$ cat src/hw/blur_pkg.sv
package blur_pkg;

	// image geometry
	localparam int CHAN_W = 8; // bits per colour channel
	localparam int LINE_WIDTH = 16; // pixels per line
	localparam int COL_W = 4; // column counter width

	// window and kernel
	localparam int KSIZE = 5;
	localparam int KCENTER = 2; // centre row and column of the window
	localparam int COEF_W = 8;
	localparam int ACC_W = 16; // product sum, bits 15..8 form the output

	// filter select encoding
	localparam logic FILT_PASS = 1'b0;
	localparam logic FILT_GAUSS = 1'b1;

	// 5x5 gaussian made symmetric, coefficients sum to 255
	localparam logic [KSIZE-1:0][KSIZE-1:0][COEF_W-1:0] GAUSS5 = '{
		'{8'd9, 8'd10, 8'd10, 8'd10, 8'd9},
		'{8'd10, 8'd11, 8'd11, 8'd11, 8'd10},
		'{8'd10, 8'd11, 8'd11, 8'd11, 8'd10},
		'{8'd10, 8'd11, 8'd11, 8'd11, 8'd10},
		'{8'd9, 8'd10, 8'd10, 8'd10, 8'd9}
	};

	// one pixel word, seen either raw or per channel
	typedef union packed {
		logic [3*CHAN_W-1:0] word; // r in the top byte, b in the bottom byte
		struct packed {
			logic [CHAN_W-1:0] r;
			logic [CHAN_W-1:0] g;
			logic [CHAN_W-1:0] b;
		} ch;
	} rgb_pixel_u;

endpackage

$ cat src/hw/blur_ifs.sv
`timescale 1ns/1ps

// one image column per transfer, from the line store to the window
interface column_if import blur_pkg::*; ();

	logic valid;
	logic sel; // filter select of the newest pixel
	rgb_pixel_u [KSIZE-1:0] pix; // [0] oldest line, [4] current pixel

	modport src (
		output valid,
		output sel,
		output pix
	);

	modport dst (
		input valid,
		input sel,
		input pix
	);

endinterface

// full 5x5 neighbourhood, from the window to the convolver
interface window_if import blur_pkg::*; ();

	logic valid;
	logic sel;
	rgb_pixel_u [KSIZE-1:0][KSIZE-1:0] win; // [row][col], row 4 newest line, col 4 newest

	modport src (
		output valid,
		output sel,
		output win
	);

	modport dst (
		input valid,
		input sel,
		input win
	);

endinterface

$ cat src/hw/window_shift.sv
`timescale 1ns/1ps

module window_shift import blur_pkg::*; (
	input logic clk,
	input logic rst,
	column_if.dst col,
	window_if.src win
);

	rgb_pixel_u [KSIZE-1:0][KSIZE-1:0] win_q; // [row][col]

	always_ff @(posedge clk) begin
		if (rst) begin
			win.valid <= 1'b0;
		end else begin
			win.valid <= col.valid;
		end
	end

	// shift toward column 0, new column enters at the right
	always_ff @(posedge clk) begin
		if (col.valid) begin
			win.sel <= col.sel;
			for (int row = 0; row < KSIZE; row++) begin
				for (int c = 0; c < KSIZE-1; c++) begin
					win_q[row][c] <= win_q[row][c+1];
				end
				win_q[row][KSIZE-1] <= col.pix[row];
			end
		end
	end

	assign win.win = win_q;

	// windows are never created or dropped here
	assert property (@(posedge clk) disable iff (rst)
		win.valid == $past(col.valid))
	else
		$error("window valid out of step with column valid");

endmodule

$ cat src/flat_wrapper.sv
// flat-port wrapper written by rule: the top's interface ports become plain ports
module window_shift_flat import blur_pkg::*;
  (clk, rst, col_valid, col_sel, col_pix, win_valid, win_sel, win_win);
  column_if col_i ();
  window_if win_i ();
  input logic clk;
  input logic rst;
  input wire logic [$bits(col_i.valid)-1:0] col_valid;
  input wire logic [$bits(col_i.sel)-1:0] col_sel;
  input wire logic [$bits(col_i.pix)-1:0] col_pix;
  output wire logic [$bits(win_i.valid)-1:0] win_valid;
  output wire logic [$bits(win_i.sel)-1:0] win_sel;
  output wire logic [$bits(win_i.win)-1:0] win_win;
  assign col_i.valid = col_valid;
  assign col_i.sel = col_sel;
  assign col_i.pix = col_pix;
  assign win_valid = win_i.valid;
  assign win_sel = win_i.sel;
  assign win_win = win_i.win;
  window_shift u_core (.clk(clk), .rst(rst), .col(col_i), .win(win_i));
endmodule
$ cat config.mk
export PLATFORM = sky130hd
export DESIGN_NAME = window_shift_flat
export DESIGN_NICKNAME = d
export VERILOG_FILES = /design/src/hw/blur_pkg.sv /design/src/hw/blur_ifs.sv /design/src/hw/window_shift.sv /design/src/flat_wrapper.sv
export SDC_FILE = /design/constraint.sdc
export NUM_CORES = 1
export LEC_CHECK = 0
export ABC_CLOCK_PERIOD_IN_PS = 1460
export BUFFER_PORTS_ARGS = -buffer_cell sky130_fd_sc_hd__buf_2
export CAP_MARGIN = 20
export CORE_AREA = 2 2 283 285
export DETAILED_ROUTE_END_ITERATION = 16
export DIE_AREA = 0 0 285 287
export PLACE_DENSITY = 0.52
export SETUP_SLACK_MARGIN = 0.3
export SKIP_CTS_REPAIR_TIMING = 1
export SYNTH_ARGS = -nofsm -noshare
export SYNTH_HDL_FRONTEND = slang
export SYNTH_SLANG_ARGS = --single-unit
$ cat constraint.sdc
create_clock -name clk -period 1.46 [get_ports clk]
set_input_delay 0.438 -clock clk [delete_from_list [all_inputs] [get_ports clk]]
set_output_delay 0.438 -clock clk [all_outputs]
set_load 0.03 [all_outputs]
# Word level (Yosys, flattened, before mapping)
# Cells that the tools add are included.
# word_totals
regBits	602
input_bits	124
out_inout_bits	602
word_cells	27

# Logic depth before layout (Yosys ltp)
# depth
depth_word	0
depth_mapped	1
ltp_nobuf	1

# Least setup slack after synthesis
# Ideal clock, no wire load.
# synth_path
path_kind	register to output
start	register, netlist name u_core.win.win[100]
end	output win_win[100]
t_arrival_ns	0.502
path_slack_ns	0.520
path_stages_with_launch	1
path_buffers	0
cell_sequence	edfxtp_1
# synth_rtl
item	line_no	rtl
to (decl)	flat_wrapper.sv:13	output wire logic [$bits(win_i.win)-1:0] win_win;
# No word-level cell between the ends.

# Worst setup path in the final report
# layout_path
start	register, netlist name u_core.win.win[426]
end	output win_win[426]
# No word-level cell between the ends.

==> metrics.log <==
[metrics] iteration-0 DRC count of the detailed router: 552
[metrics] cell count after synthesis: 603
[metrics] synthesized cell area: 18080 um2
[metrics] routed metal-1 wire length: 18.30 mm
[metrics] area share of the leading cell type in the synthesized netlist: 99.81%
[metrics] Highest Clock Rate: 576.3 MHz
[metrics] slowest stage cell, crit path: sky130_fd_sc_hd__edfxtp_1
[metrics] area grow syn2layout: 74.71%
[metrics] Worst Setup Path Type: flop to primary output
[metrics] CP Buf/Inv Count: 1
[metrics] post-route DRC violation count: 0
[metrics] CTS root buffer: sky130_fd_sc_hd__clkbuf_16
[metrics] H-tree depth reported by CTS: 3
[metrics] Warnings, synthesis: 0
[metrics] sequential share of the synthesized area: 99.92%
[metrics] data arrival time of the critical path: 1300 ps
[metrics] TritonCTS clock tree: built
[metrics] overall power of the completed layout: 43.54 mW
[metrics] cell row count: 103
[metrics] Port-buffer cells: 725
[metrics] shortest period the worst path allows: 1735 ps
[metrics] Place WS: 52.16 ps
[metrics] Layout fillers: 6837
[metrics] share of cells above drive strength 1: 58.58%
[metrics] combinational power share: 13.5%
[metrics] max layer used: met4
[metrics] depth of the worst hold-timing path: 1
[metrics] cell leakage power: 12.52 nW
[metrics] remaining antenna violation count after routing: 0
[metrics] WHS Endpoint: u_core.win.win[117]$_DFFE_PP_
[metrics] count of different cell masters after synthesis: 3
[metrics] Final Routed Wirelength: 52.93 mm
[metrics] horizontal die dimension: 285 um
[metrics] r2r setup slk: 460 ps
[metrics] Seq cells post-synth: 602
[metrics] Total GRT Usage: 10.86%
[metrics] clock network fraction of design power: 37.7%
[metrics] fraction of the mapped netlist area in simple logic gates: 0.07612%
[metrics] post-route non-filler standard cell count: 2805
[metrics] final core utilization: 40.18%
[metrics] leading cell types by total area after synthesis: sky130_fd_sc_hd__edfxtp_1 100%, sky130_fd_sc_hd__dfxtp_1 0.11%, sky130_fd_sc_hd__nor2b_4 0.076%
[metrics] parity-gate share of the synthesized area counting xor and xnor cells: 0%
[metrics] family with the most delay on the worst path: flip-flops
[metrics] CTS Sinks: 602
[metrics] average wire length per cell after detail routing: 18.87 um
[metrics] main combinational cell family by area after synthesis: simple AND/OR/NAND/NOR gates
[metrics] via count of the routed design: 10520
[metrics] starting density of the core: 23.00%
[metrics] Fin. Hold Viols: 0
[metrics] total negative setup slack: -85610 ps
[metrics] violated checks: setup timing
[metrics] Worst Path Max Fanout: 2
[metrics] final weighted congestion in routability-driven placement: 0.8668
[metrics] pin count of the biggest net entering global routing: 46
[metrics] element type at the critical path start: flop
[metrics] Core Box Area: 78610 um2
[metrics] commonest cells after routing, fill and taps aside: 601 x sky130_fd_sc_hd__edfxtp_1, 593 x sky130_fd_sc_hd__buf_6, 210 x sky130_fd_sc_hd__buf_4
[metrics] Max Cap Violations: 0
[metrics] sum of met2 wire segment lengths after detailed routing: 27.79 mm
[metrics] Antenna Cells: 0
[metrics] post-synthesis mux area share: 0%
[metrics] Min-Delay Startpoint: col_pix[21]
[metrics] cts bufs inserted: 66
[metrics] CP max stage delay: 510 ps
[metrics] Hold Crit Class: primary input to flop
[metrics] least setup slack across all paths after layout: -275.2 ps
[metrics] mean number of vias per cell: 3.750
[metrics] largest buffer count on any clock path: 3
[metrics] first-pass GRT wire length: 66.02 mm
[metrics] unrepaired setup endpoints after global routing: yes
[metrics] most common cell after layout, fill and taps aside: sky130_fd_sc_hd__edfxtp_1
[metrics] power density of the placed cells: 1378 nW/um2
[metrics] final max-slew violation count: 0
[metrics] dpl hpwl: 35.97 mm
[metrics] Crit. End Element: primary output
[metrics] worst slew margin relative to its limit: 81.39%
[metrics] net switching component of the power: 10.95 mW
[metrics] Worst Reg2Reg Path Length in Cells: 2
[metrics] vias in the first global route: 9832
[metrics] post-synthesis cell type with the largest combined area: sky130_fd_sc_hd__edfxtp_1
[metrics] proportion of power drawn by flip-flops and latches: 48.8%
[metrics] synthesized area divided by synthesized cell count: 29.99 um2
[metrics] area fraction in compound gates after synthesis: 0%
[metrics] Met3 Wirelength: 5.107 mm
[metrics] worst slew pin tran: 279.1 ps
[metrics] Setup violations, final: 602
[metrics] r2r startpoint: u_core.win.win[178]$_DFFE_PP_
[metrics] adder-cell share of the synthesized area: 0%
[metrics] run status: finished with violations
[metrics] Internal Power: 32.59 mW
[metrics] y dimension of the die: 287 um
[metrics] cell chain of the critical path: buf_6
[metrics] io pins: 726
[metrics] clock latency at the later pin of the worst-skew pair: 590 ps
[metrics] Fin Clk Skew: 21.13 ps
[metrics] final layout net count: 1829
[metrics] detailed-router iteration count before antenna repair: 4
[metrics] maximum VDD drop: 0.001221 V
[metrics] clock-pin slew on the worst setup and hold paths: 60 ps
[metrics] FF-to-FF End: u_core.win.win[154]$_DFFE_PP_
[metrics] Cell Count Post-Placement: 2419
[metrics] CP Data Required Time: 1020 ps
[metrics] Die Area: 81800 um2
[metrics] total congestion overflow: 0
[metrics] antenna violations before repair: 4
[metrics] Syn Nets: 727
[metrics] switching fraction of total power: 25.15%
[metrics] crit share post-route: 118.8%
## Yosys cell counts, drive strengths merged
library cell	number
edfxtp	601
nor2b	1
dfxtp	1
## through the flow
step | cell area, um2 | hold WS (ps)
after floorplan | 18080 | 502.3
after global placement | 23450 | 427.6
after detailed placement | 23450 | 426.5
after CTS | 25600 | -46.19
after global routing | 31590 | -1.939
final | 31590 | 40.44
## state kept, by name (all words and copies together), names as in the netlist
register and count:
u_core.win.sel 1, u_core.win.valid 1, u_core.win.win 600
## how the worst max path moves through the flow
stage,startpoint,end,depth (start not counted)
6_report,u_core.win.win[426]$_DFFE_PP_,win_win[426],1
5_1_grt,u_core.win.win[426]$_DFFE_PP_,win_win[426],1
4_1_cts,u_core.win.win[346]$_DFFE_PP_,win_win[346],1
3_5_place_dp,col_valid,u_core.win.win[282]$_DFFE_PP_,3
3_3_place_gp,col_valid,u_core.win.win[258]$_DFFE_PP_,3
2_1_floorplan,u_core.win.win[100]$_DFFE_PP_,win_win[100],0
## kinds of logic after synthesis
family / Yosys count
and+or+nand+nor: 1
DFF: 602
## power by group through the flow
| stage | clock network, mW | logic (mW) | registers [mW] |
|---|---|---|---|
| global placement | 0 | 4.00 | 21.3 |
| detailed placement | 0 | 4.01 | 21.4 |
| CTS | 16.9 | 4.01 | 21.0 |
| floorplan | 0 | 0.00242 | 23.3 |
| global route | 17.6 | 6.08 | 21.3 |
| finish | 16.4 | 5.87 | 21.2 |
## per-layer routing
metal  global-route usage [%]  vias to the layer above
met2                    18.74                      549
met4                    4.817                        0
met3                    4.151                       88
met5                        0                        -
li1                         -                     4694
met1                    11.89                     5187
## cell type report
| class | count | area, um2 | share of cell area (%) |
|---|---|---|---|
| Clock buffer | 77 | 1714 | 5.426 |
| Timing Repair Buffer | 1034 | 10050 | 31.80 |
| Sequential cell | 602 | 18070 | 57.20 |
| Tap cell | 1050 | 1314 | 4.159 |
| Clock inverter | 41 | 434.2 | 1.374 |
| Multi-Input combinational cell | 1 | 13.76 | 0.04357 |
Power figures use the tool's default switching activity.
