File: src/hw/blur_pkg.sv
package blur_pkg;

	// image geometry
	localparam int CHAN_W = 8; // bits per colour channel
	localparam int LINE_WIDTH = 16; // pixels per line
	localparam int COL_W = 4; // column counter width

	// window and kernel
	localparam int KSIZE = 5;
	localparam int KCENTER = 2; // centre row and column of the window
	localparam int COEF_W = 8;
	localparam int ACC_W = 16; // product sum, bits 15..8 form the output

	// filter select encoding
	localparam logic FILT_PASS = 1'b0;
	localparam logic FILT_GAUSS = 1'b1;

	// 5x5 gaussian made symmetric, coefficients sum to 255
	localparam logic [KSIZE-1:0][KSIZE-1:0][COEF_W-1:0] GAUSS5 = '{
		'{8'd9, 8'd10, 8'd10, 8'd10, 8'd9},
		'{8'd10, 8'd11, 8'd11, 8'd11, 8'd10},
		'{8'd10, 8'd11, 8'd11, 8'd11, 8'd10},
		'{8'd10, 8'd11, 8'd11, 8'd11, 8'd10},
		'{8'd9, 8'd10, 8'd10, 8'd10, 8'd9}
	};

	// one pixel word, seen either raw or per channel
	typedef union packed {
		logic [3*CHAN_W-1:0] word; // r in the top byte, b in the bottom byte
		struct packed {
			logic [CHAN_W-1:0] r;
			logic [CHAN_W-1:0] g;
			logic [CHAN_W-1:0] b;
		} ch;
	} rgb_pixel_u;

endpackage

File: src/hw/blur_ifs.sv
`timescale 1ns/1ps

// one image column per transfer, from the line store to the window
interface column_if import blur_pkg::*; ();

	logic valid;
	logic sel; // filter select of the newest pixel
	rgb_pixel_u [KSIZE-1:0] pix; // [0] oldest line, [4] current pixel

	modport src (
		output valid,
		output sel,
		output pix
	);

	modport dst (
		input valid,
		input sel,
		input pix
	);

endinterface


File: src/hw/pixel_line_store.sv
`timescale 1ns/1ps

module pixel_line_store import blur_pkg::*; (
	input logic clk,
	input logic rst,
	input logic pixel_valid,
	input logic frame_start,
	input logic filt_sel,
	input rgb_pixel_u pixel,
	column_if.src col
);

	// line_mem[KSIZE-2] holds the previous line, line_mem[0] the oldest one
	rgb_pixel_u line_mem [KSIZE-1][LINE_WIDTH];

	logic [COL_W-1:0] col_cnt;
	logic [COL_W-1:0] cur_col; // column of the incoming pixel
	rgb_pixel_u [KSIZE-2:0] line_rd; // stored pixels above the incoming one

	// frame_start forces column 0 for the pixel that carries it
	assign cur_col = frame_start ? '0 : col_cnt;

	always_ff @(posedge clk) begin
		if (rst) begin
			col_cnt <= '0;
		end else if (pixel_valid) begin
			if (cur_col == COL_W'(LINE_WIDTH - 1)) begin
				col_cnt <= '0; // end of line
			end else begin
				col_cnt <= cur_col + 1'b1;
			end
		end
	end

	// asynchronous read of the four lines at the current column
	always_comb begin
		for (int k = 0; k < KSIZE-1; k++) begin
			line_rd[k] = line_mem[k][cur_col];
		end
	end

	// every line moves one step older at this column
	always_ff @(posedge clk) begin
		if (pixel_valid) begin
			for (int k = 0; k < KSIZE-2; k++) begin
				line_mem[k][cur_col] <= line_rd[k+1];
			end
			line_mem[KSIZE-2][cur_col] <= pixel;
		end
	end

	always_ff @(posedge clk) begin
		if (rst) begin
			col.valid <= 1'b0;
		end else begin
			col.valid <= pixel_valid;
		end
	end

	// column payload, held through idle cycles
	always_ff @(posedge clk) begin
		if (pixel_valid) begin
			col.sel <= filt_sel;
			col.pix <= {pixel, line_rd}; // current pixel lands in pix[4]
		end
	end

	// the line memories are only LINE_WIDTH deep
	assert property (@(posedge clk) disable iff (rst)
		int'(col_cnt) < LINE_WIDTH)
	else
		$error("column counter out of range: %0d", col_cnt);

	// a frame marker without its pixel would be lost
	assert property (@(posedge clk) disable iff (rst)
		frame_start |-> pixel_valid)
	else
		$error("frame_start without pixel_valid");

endmodule

File: src/flat_wrapper.sv
// flat-port wrapper written by rule: the top's interface ports become plain ports
module pixel_line_store_flat import blur_pkg::*;
  (clk, rst, pixel_valid, frame_start, filt_sel, pixel, col_valid, col_sel, col_pix);
  column_if col_i ();
  input logic clk;
  input logic rst;
  input logic pixel_valid;
  input logic frame_start;
  input logic filt_sel;
  input rgb_pixel_u pixel;
  output wire logic [$bits(col_i.valid)-1:0] col_valid;
  output wire logic [$bits(col_i.sel)-1:0] col_sel;
  output wire logic [$bits(col_i.pix)-1:0] col_pix;
  assign col_valid = col_i.valid;
  assign col_sel = col_i.sel;
  assign col_pix = col_i.pix;
  pixel_line_store u_core (.clk(clk), .rst(rst), .pixel_valid(pixel_valid), .frame_start(frame_start), .filt_sel(filt_sel), .pixel(pixel), .col(col_i));
endmodule
File: config.mk
export PLATFORM = sky130hd
export DESIGN_NAME = pixel_line_store_flat
export DESIGN_NICKNAME = d
export VERILOG_FILES = /design/src/hw/blur_pkg.sv /design/src/hw/blur_ifs.sv /design/src/hw/pixel_line_store.sv /design/src/flat_wrapper.sv
export SDC_FILE = /design/constraint.sdc
export NUM_CORES = 1
export LEC_CHECK = 0
export BUFFER_PORTS_ARGS = -buffer_cell sky130_fd_sc_hd__buf_2
export CORE_MARGIN = 3
export CORE_UTILIZATION = 40
export DETAILED_ROUTE_END_ITERATION = 12
export PLACE_DENSITY = 0.57
export SETUP_SLACK_MARGIN = 0.2
export SLEW_MARGIN = 20
export SYNTH_ARGS = -nofsm -noshare
export SYNTH_HDL_FRONTEND = slang
export SYNTH_SLANG_ARGS = --single-unit
File: constraint.sdc
create_clock -name clk -period 18 [get_ports clk]
set_clock_uncertainty 0.1 [all_clocks]
set_input_delay 0 -clock clk [delete_from_list [all_inputs] [get_ports clk]]
set_output_delay 0 -clock clk [all_outputs]
set_load 0.1 [all_outputs]
# ---- Word level (Yosys, flattened, before mapping)
# Memories as Yosys holds them, arrays and structs flattened.
# Cells that the tools add are included.
dict set report classes {
  mux 18
  order_cmp 2
  addsub 1
  n_reduce_logical 1
  n_bitwise 1
  n_eq_ne 1
  multipliers 0
  div_mod_pow 0
  shift 0
}
# operator n
set ops {}
lappend ops {{24-bit binary-select mux with 4-bit select} 4}
lappend ops {{384-bit two-way mux} 1}
lappend ops {{24-bit two-way mux} 9}
lappend ops {{24-bit demux with 4-bit select} 1}
lappend ops {{4-bit two-way mux} 2}
lappend ops {{5-bit greater-or-equal comparator, second input constant} 1}
lappend ops {{5-bit by 1-bit less-than comparator with 1-bit output, second input constant} 1}
lappend ops {{4-bit inverter with 5-bit output} 1}
lappend ops {{4-bit by 1-bit adder with 4-bit output, second input constant} 1}
lappend ops {{4-bit == test, second input constant} 1}
lappend ops {{1-bit logical AND} 1}
lappend ops {{1-bit two-way mux} 1}
dict set report word_totals {
  in_bits 29
  wordCells 33
  out_inout_bits 122
  ram_bits 1536
  reg_bits 126
  n_memories 1
  mem_bits_ro 0
  latchBits 0
}
# memory depth word_bits read_ports rd_clocked_by_memory_dff write_ports line_no
set memory_table {}
lappend memory_table {u_core.line_mem 4 384 4 0 4 pixel_line_store.sv:14} ;# rgb_pixel_u line_mem [KSIZE-1][LINE_WIDTH];

# ---- Depth between registers and ports, before layout
# Gate-level depths: netlist of the first run.
dict set report depth {
  depth_word 7
  depth_mapped 9
}

# ---- Worst setup path after synthesis of the first run
# OpenSTA, ideal clock, no wires.
dict set report synth_path {
  kind {register to register}
  startpoint {register u_core.col_cnt[1]}
  endpoint {memory u_core.line_mem[0][144] (netlist bit), enable pin}
  n_path_buf 4
  slack_ns 12.024
  setup_time_ns 0.552
  arrival_ns 5.324
  path_stages_with_launch 7
  synth_period_minus_slack_ns 5.976
  cell_sequence {dfxtp_1 -> buf_4 -> buf_6 -> buf_2 -> buf_4 -> or3_1 -> nor2_1}
}
# element line_no
set synth_lines {}
lappend synth_lines {{from (decl)} pixel_line_store.sv:16} ;# logic [COL_W-1:0] col_cnt;
lappend synth_lines {{from (signal assigned)} pixel_line_store.sv:30} ;# col_cnt <= cur_col + 1'b1;
lappend synth_lines {{to (decl)} pixel_line_store.sv:14}

==> impl_metrics.env, run 1 <==
export IMPL_grt_pass1_vias=34500
export IMPL_clock_sinks=1662
export IMPL_gr_usage_all_layers_pct=21.3
export IMPL_path_buf_inv=4
export IMPL_wl_per_cell_um=30.1
export IMPL_final_setup_tns_ns=0
export IMPL_min_period_over_period_pct=31.2
export IMPL_clk_latency_ns=0.79
export IMPL_clockBufferDepth=3
export IMPL_synth_seq_cells=1662
export IMPL_r2r_cells=7
export IMPL_cp_required_ns=18.14
export IMPL_hp_class="in -> reg"
export IMPL_synth_edf_count=1657
export IMPL_drc=0
export IMPL_dieArea_mm2=0.164
export IMPL_dp_cells=5537
export IMPL_via_per_inst=5.93
export IMPL_critPathLaunchType="flop"
export IMPL_critPathKind="reg -> reg"
export IMPL_place_ws_ns=12.41
export IMPL_fin_ws_ns=12.39
export IMPL_p_leak_nw=22.5
export IMPL_finalWirelength_um=176000
export IMPL_synth_flop_cell="edfxtp_1"
export IMPL_slowest_stage="buf_4"
export IMPL_worst_pin_slew_ns=1.09
export IMPL_crit_cells=7
export IMPL_die_w_um=405
export IMPL_drt_iter0_drc=3869
export IMPL_ioPinCount=151
export IMPL_vdd_drop_max_mv=0.0908
export IMPL_instances_no_fill=5866
export IMPL_dp_hpwl_um=87200
export IMPL_ctsHtreeMaxLevel=4
export IMPL_finalCriticalPeriod_ns=5.61
export IMPL_final_cell_mix="edfxtp_1 (1657), nand2_1 (290), mux2i_1 (193), clkbuf_16 (168), buf_2 (148)"
export IMPL_cts_resized=0
export IMPL_synthToLayoutAreaGrowth_pct=13.4
export IMPL_portBuffers=150
export IMPL_syn_num_nets=3528
export IMPL_cap_violations=0
export IMPL_synth_area_per_cell_um2=18.2
export IMPL_synth_compound_area_share_pct=8.74
export IMPL_rsz0062_at_grt="no"
export IMPL_ctsRootBufferMaster="clkbuf_16"
export IMPL_overflow=0
export IMPL_core_area_mm2=0.157
export IMPL_cp_common_cell="buf_4"
export IMPL_synthAdderAreaFrac_pct=0.0197
export IMPL_cp_top_family="buffers and inverters"
export IMPL_status="finished clean"
export IMPL_async_flop_share_pct=0
export IMPL_synth_seq_area_share_pct=78.4
export IMPL_synth_area_mm2=0.0636
export IMPL_fp_dieH_um=405
export IMPL_nNetsFinal=3712
export IMPL_grt_max_degree=114
export IMPL_layout_commonest_cell="edfxtp_1"
export IMPL_crit_path_cell_trace="buf_4 -> buf_4 -> buf_4 -> buf_4 -> mux4_2 -> a32oi_1 -> nand3_1"
export IMPL_clkTransAtPathRegs_ns=0.06
export IMPL_max_freq_mhz=178
export IMPL_routabilityCongestion=0.719
export IMPL_num_rows=145
export IMPL_ys_warn_count=0
export IMPL_initial_core_util_pct=40.5
export IMPL_numCtsBuffers=167
export IMPL_slew_viol_final=0
export IMPL_cts_tree="yes"
export IMPL_fillCellCount=13300
export IMPL_first_pass_iters=5
export IMPL_worstSetupEndpointType="flop"
export IMPL_num_vias=34800
export IMPL_grt_pass1_wl_um=251000
export IMPL_ys_types=37
export IMPL_cp_max_fo=59
export IMPL_reg2reg_slack_ns=12.39
export IMPL_finalSetupViolCount=0
export IMPL_power_total_mw=8.41
export IMPL_synth_mux_area_share_pct=6.44
export IMPL_cp_startpoint="u_core.col_cnt[1]$_SDFFE_PP0P_"
export IMPL_p_per_area_mw_per_mm2=117
export IMPL_ant_nets=0
export IMPL_cpPeakStageDelay_ns=0.78
export IMPL_synthSimpleGateAreaFrac_pct=4.65
export IMPL_synth_top_family_by_area="compound AO/OA/AOI/OAI gates"
export IMPL_drive_above_1_share_pct=17.0
export IMPL_reg2reg_from="u_core.col_cnt[1]$_SDFFE_PP0P_"
export IMPL_synth_xor_area_share_pct=0
export IMPL_cp_endpoint="u_core.line_mem[0][108]$_DFFE_PP_"
export IMPL_synthCells=3498
export IMPL_antenna_found_initial=4
export IMPL_timing_rr_end="u_core.line_mem[0][108]$_DFFE_PP_"
export IMPL_cp_data_arrival_time_ns=5.76
export IMPL_finalHoldViolations=0
export IMPL_slew_limit_headroom_pct=27.4
-- worst register-to-register path, delay by kind of cell (launching register included) --
kind | cells | cell delay, ns
buffers and inverters | 4 | 2.80
and+or+nand+nor | 1 | 0.69
DFF | 1 | 0.65
muxes | 1 | 0.62
AOI/OAI and AO/OA | 1 | 0.18
-- cell usage after synthesis (2+ instances only) --
library cell	count	area [µm²]
mux4_2	96	2160
buf_6	4	45.0
a221o_1	96	961
nand2b_1	91	569
buf_2	80	400
inv_2	2	7.51
nor2_1	22	82.6
nand3_1	98	490
or2b_1	5	37.5
o21ai_0	98	490
a22oi_1	96	721
edfxtp_1	1657	49800
inv_1	3	11.3
a32oi_1	97	850
a21oi_1	2	10.0
buf_4	10	75.1
clkbuf_1	143	537
buf_1	11	41.3
o22a_1	96	841
nor2b_1	99	619
o2111ai_1	96	841
a31o_2	84	736
a31o_1	12	105
mux2i_1	193	1930
nand2_1	290	1090
and2_1	2	12.5
dfxtp_1	5	100
-- logic make-up after synthesis --
| kind of cell | after synthesis |
|---|---|
| AO/OA/AOI/OAI | 678 |
| adder cells (fa/ha/maj) | 1 |
| buffers and inverters | 253 |
| flip-flops | 1662 |
| multiplexers | 289 |
| AND/OR/NAND/NOR | 615 |
-- power by group --
group / internal (mW) / total (mW) / switching (mW)
registers: 4.40 / 4.44 / 0.0320
logic: 0.145 / 0.684 / 0.539
clock network: 1.85 / 3.29 / 1.44
-- layout make-up --
cell class	count	area, µm²	share of cell area, %
Sequential cell	1662	49900	69.2
Inverter	5	31.3	0.0434
Clock buffer	213	4400	6.11
Timing Repair Buffer	263	1790	2.48
Multi-Input combinational cell	1583	12800	17.7
Tap cell	2058	2570	3.57
Clock inverter	80	663	0.920
Antenna cell	2	5.00	0.00694
-- worst min path at each step --
stage	startpoint	end	slack (ns)	depth (start not counted)
after floorplan	rst	u_core.col.valid$_SDFF_PP0_	-0.03	1
after global placement	filt_sel	u_core.col.sel$_DFFE_PP_	0.08	1
after detailed placement	filt_sel	u_core.col.sel$_DFFE_PP_	0.09	1
after CTS	pixel[0]	u_core.line_mem[3][360]$_DFFE_PP_	0.006	2
after global routing	pixel[14]	u_core.col.pix[110]$_DFFE_PP_	0.06	2
final	pixel[17]	u_core.col.pix[113]$_DFFE_PP_	0.07	2
-- state kept, by name (all words and copies together), names as in the netlist --
| signal | flops |
|---|---|
| u_core.line_mem | 1536 |
| u_core.col.pix | 120 |
| u_core.col_cnt | 4 |
| u_core.col.sel | 1 |
| u_core.col.valid | 1 |
-- layer usage --
| metal | part of all wire (%) | wire length [µm] | GRT usage [%] |
|---|---|---|---|
| met2 | 48 | 84800 | 34.6 |
| met5 | 0.0074 | 13 | 0 |
| met4 | 2.1 | 3640 | 5.73 |
| met3 | 7.0 | 12400 | 3.74 |
| met1 | 43 | 75500 | 29.8 |
-- stage by stage --
stage,utilization (%),instance area (µm²),hold WS (ns)
floorplan,-,63600,-0.0333
global placement,42.4,66700,0.0813
detailed placement,42.5,66700,0.0869
CTS,45.9,72100,0.00623
global route,45.9,72100,0.0565
finish,45.9,72100,0.0740
-- timing repair --
| action | 4_1_cts | 5_1_grt |
|---|---|---|
| hold endpoints to repair | 459 | 0 |
| buffers inserted | 0 | 0 |
| hold buffers | 34 | 0 |
(Power assumes the default switching activity.)
==> run 2: changes to the inputs <==
==> constraint.sdc (replaced) <==
create_clock -name clk -period 5.3 [get_ports clk]
set_clock_uncertainty 0.1 [all_clocks]
set_input_delay 0 -clock clk [delete_from_list [all_inputs] [get_ports clk]]
set_output_delay 0 -clock clk [all_outputs]
set_load 0.1 [all_outputs]
==> run 2 against run 1 <==
  * Sequential share of layout area is 0.75 points lower
  * Die area is the same
  * Critical path depth is 1 lower
  * Fmax rose by 48%
  * Routed wire length decreased by 0.54%
  * Worst setup slack got worse by 11 ns
  * Sequential power rose to 3.4 times the previous value
  * Largest cell class unchanged
  * Combinational power grew to 3.4 times the previous value
==> impl_metrics.env, run 2 (synthesis results as in run 1) <==
export IMPL_status="finished clean"
export IMPL_drt_iter0_drc=3765
export IMPL_cp_required_ns=5.66
export IMPL_ant_nets=0
export IMPL_p_leak_nw=22.8
export IMPL_max_freq_mhz=263
export IMPL_fp_dieH_um=405
export IMPL_vdd_drop_max_mv=0.326
export IMPL_gr_usage_all_layers_pct=21.4
export IMPL_p_seq_share_pct=52.2
export IMPL_initial_core_util_pct=40.5
export IMPL_numCtsBuffers=167
export IMPL_ctsHtreeMaxLevel=4
export IMPL_min_period_over_period_pct=71.8
export IMPL_grt_pass1_wl_um=252000
export IMPL_worst_pin_slew_ns=1.02
export IMPL_clkTransAtPathRegs_ns=0.06
export IMPL_pwr_share_clk_pct=39.7
export IMPL_clk_latency_ns=0.81
export IMPL_synthToLayoutAreaGrowth_pct=14.6
export IMPL_cp_max_fo=39
export IMPL_antenna_found_initial=5
export IMPL_wl_per_cell_um=29.7
export IMPL_final_cell_mix="edfxtp_1 (1657), nand2_1 (290), mux2i_1 (193), clkbuf_16 (170), buf_2 (148)"
export IMPL_critPathLaunchType="flop"
export IMPL_slew_limit_headroom_pct=31.6
export IMPL_fin_ws_ns=1.50
export IMPL_finalHoldViolations=0
export IMPL_first_pass_iters=6
export IMPL_dieArea_mm2=0.164
export IMPL_largest_register="u_core.line_mem"
export IMPL_core_area_mm2=0.157
export IMPL_place_ws_ns=1.56
export IMPL_hp_class="in -> reg"
export IMPL_dp_hpwl_um=90000
export IMPL_finalWirelength_um=175000
export IMPL_cellInternalPower_mw=22.0
export IMPL_p_per_area_mw_per_mm2=396
export IMPL_cpPeakStageDelay_ns=0.75
export IMPL_worstSetupEndpointType="flop"
export IMPL_reg_top3="u_core.line_mem x1536, u_core.col.pix x120, u_core.col_cnt x4"
export IMPL_portBuffers=150
export IMPL_drc=0
export IMPL_critPathKind="reg -> reg"
export IMPL_layout_commonest_cell="edfxtp_1"
export IMPL_die_w_um=405
export IMPL_grt_max_degree=91
export IMPL_largest_register_ffs=1536
export IMPL_cap_violations=0
export IMPL_cp_data_arrival_time_ns=4.17
export IMPL_finalCriticalPeriod_ns=3.80
export IMPL_clock_sinks=1662
export IMPL_nNetsFinal=3739
export IMPL_whs_ns=0.0513
export IMPL_cts_resized=0
export IMPL_crit_path_cell_trace="buf_4 -> and2b_4 -> buf_12 -> o21ai_0 -> a31o_2 -> nand3_1"
export IMPL_path_buf_inv=2
export IMPL_cts_hold_buf=36
export IMPL_slew_viol_final=0
export IMPL_rsz0062_at_grt="no"
export IMPL_cts_tree="yes"
export IMPL_num_vias=34700
export IMPL_num_rows=145
export IMPL_ctsRootBufferMaster="clkbuf_16"
export IMPL_slowest_stage="and2b_4"
export IMPL_routabilityCongestion=0.748
export IMPL_via_per_inst=5.88
export IMPL_p_sw_mw=6.91
export IMPL_clockBufferDepth=3
export IMPL_grt_pass1_vias=34600
export IMPL_drive_above_1_share_pct=17.9
export IMPL_finalSetupViolCount=0
export IMPL_cp_top_family="simple AND/OR/NAND/NOR gates"
export IMPL_ioPinCount=151
export IMPL_fillCellCount=13200
export IMPL_p_sw_share_pct=23.9
export IMPL_overflow=0
export IMPL_combPwrFrac_pct=8.1
export IMPL_post_cts_setup_buffer_count=0
-- run 2: changes by cell type in the layout (fill, tap and decap cells not counted), moves of 2 or more --
cell / previous run / this run
buf_12: 5 / 36
buf_4: 73 / 68
bufinv_16: 9 / 11
clkbuf_1: 42 / 37
clkbuf_16: 168 / 170
clkinv_1: 42 / 45
clkinv_2: 17 / 27
clkinv_4: 0 / 2
clkinvlp_4: 2 / 0
dlygate4sd3_1: 34 / 36
inv_16: 1 / 4
inv_6: 8 / 6
-- run 2: path summary, 6_finish.rpt --
path / from / to / slack (ns) / cells after the start
max: u_core.col_cnt[0]$_SDFFE_PP0P_ / u_core.line_mem[0][378]$_DFFE_PP_ / 1.50 / 6
min: pixel[18] / u_core.line_mem[3][66]$_DFFE_PP_ / 0.05 / 2
max reg2reg: u_core.col_cnt[0]$_SDFFE_PP0P_ / u_core.line_mem[0][378]$_DFFE_PP_ / 1.50 / 6
min reg2reg: u_core.col_cnt[3]$_SDFFE_PP0P_ / u_core.col_cnt[3]$_SDFFE_PP0P_ / 0.49 / 2
-- run 2: area by class of cell --
cell class                      instances  area [µm²]  share of cell area, %
Antenna cell                            1        2.50                0.00343
Clock buffer                          210        4430                   6.08
Clock inverter                         98         855                   1.17
Inverter                                5        28.8                 0.0395
Multi-Input combinational cell       1583       12800                   17.5
Sequential cell                      1662       49900                   68.4
Tap cell                             2058        2570                   3.53
Timing Repair Buffer                  290        2360                   3.24
-- run 2: layer usage --
| metal | vias to the layer above | track usage (%) | share of wire [%] |
|---|---|---|---|
| met4 | 0 | 6.49 | 2.4 |
| met1 | 18300 | 29.9 | 43 |
| met2 | 1451 | 34.3 | 48 |
| met5 | - | 0 | 0 |
| li1 | 14700 | - | - |
| met3 | 246 | 3.83 | 7.3 |
-- run 2: power groups by stage --
stage	clock, mW	combinational, mW	sequential (mW)
floorplan	0	0.933	15.9
global placement	0	2.30	15.3
detailed placement	0	2.31	15.3
CTS	11.7	2.34	15.1
global route	12.2	2.46	15.1
finish	11.5	2.33	15.1
-- run 2: through the flow --
step	std cells	cell area (µm²)	power (mW)	TNS [ns]	utilization, %
after floorplan	3498	63600	16.9	-333.50	-
after global placement	5562	67300	17.6	0	42.8
after detailed placement	5562	67300	17.7	0	42.8
after CTS	5906	72900	29.1	0	46.4
after global routing	5906	72900	29.8	0	46.4
final	5907	72900	28.9	0	46.4
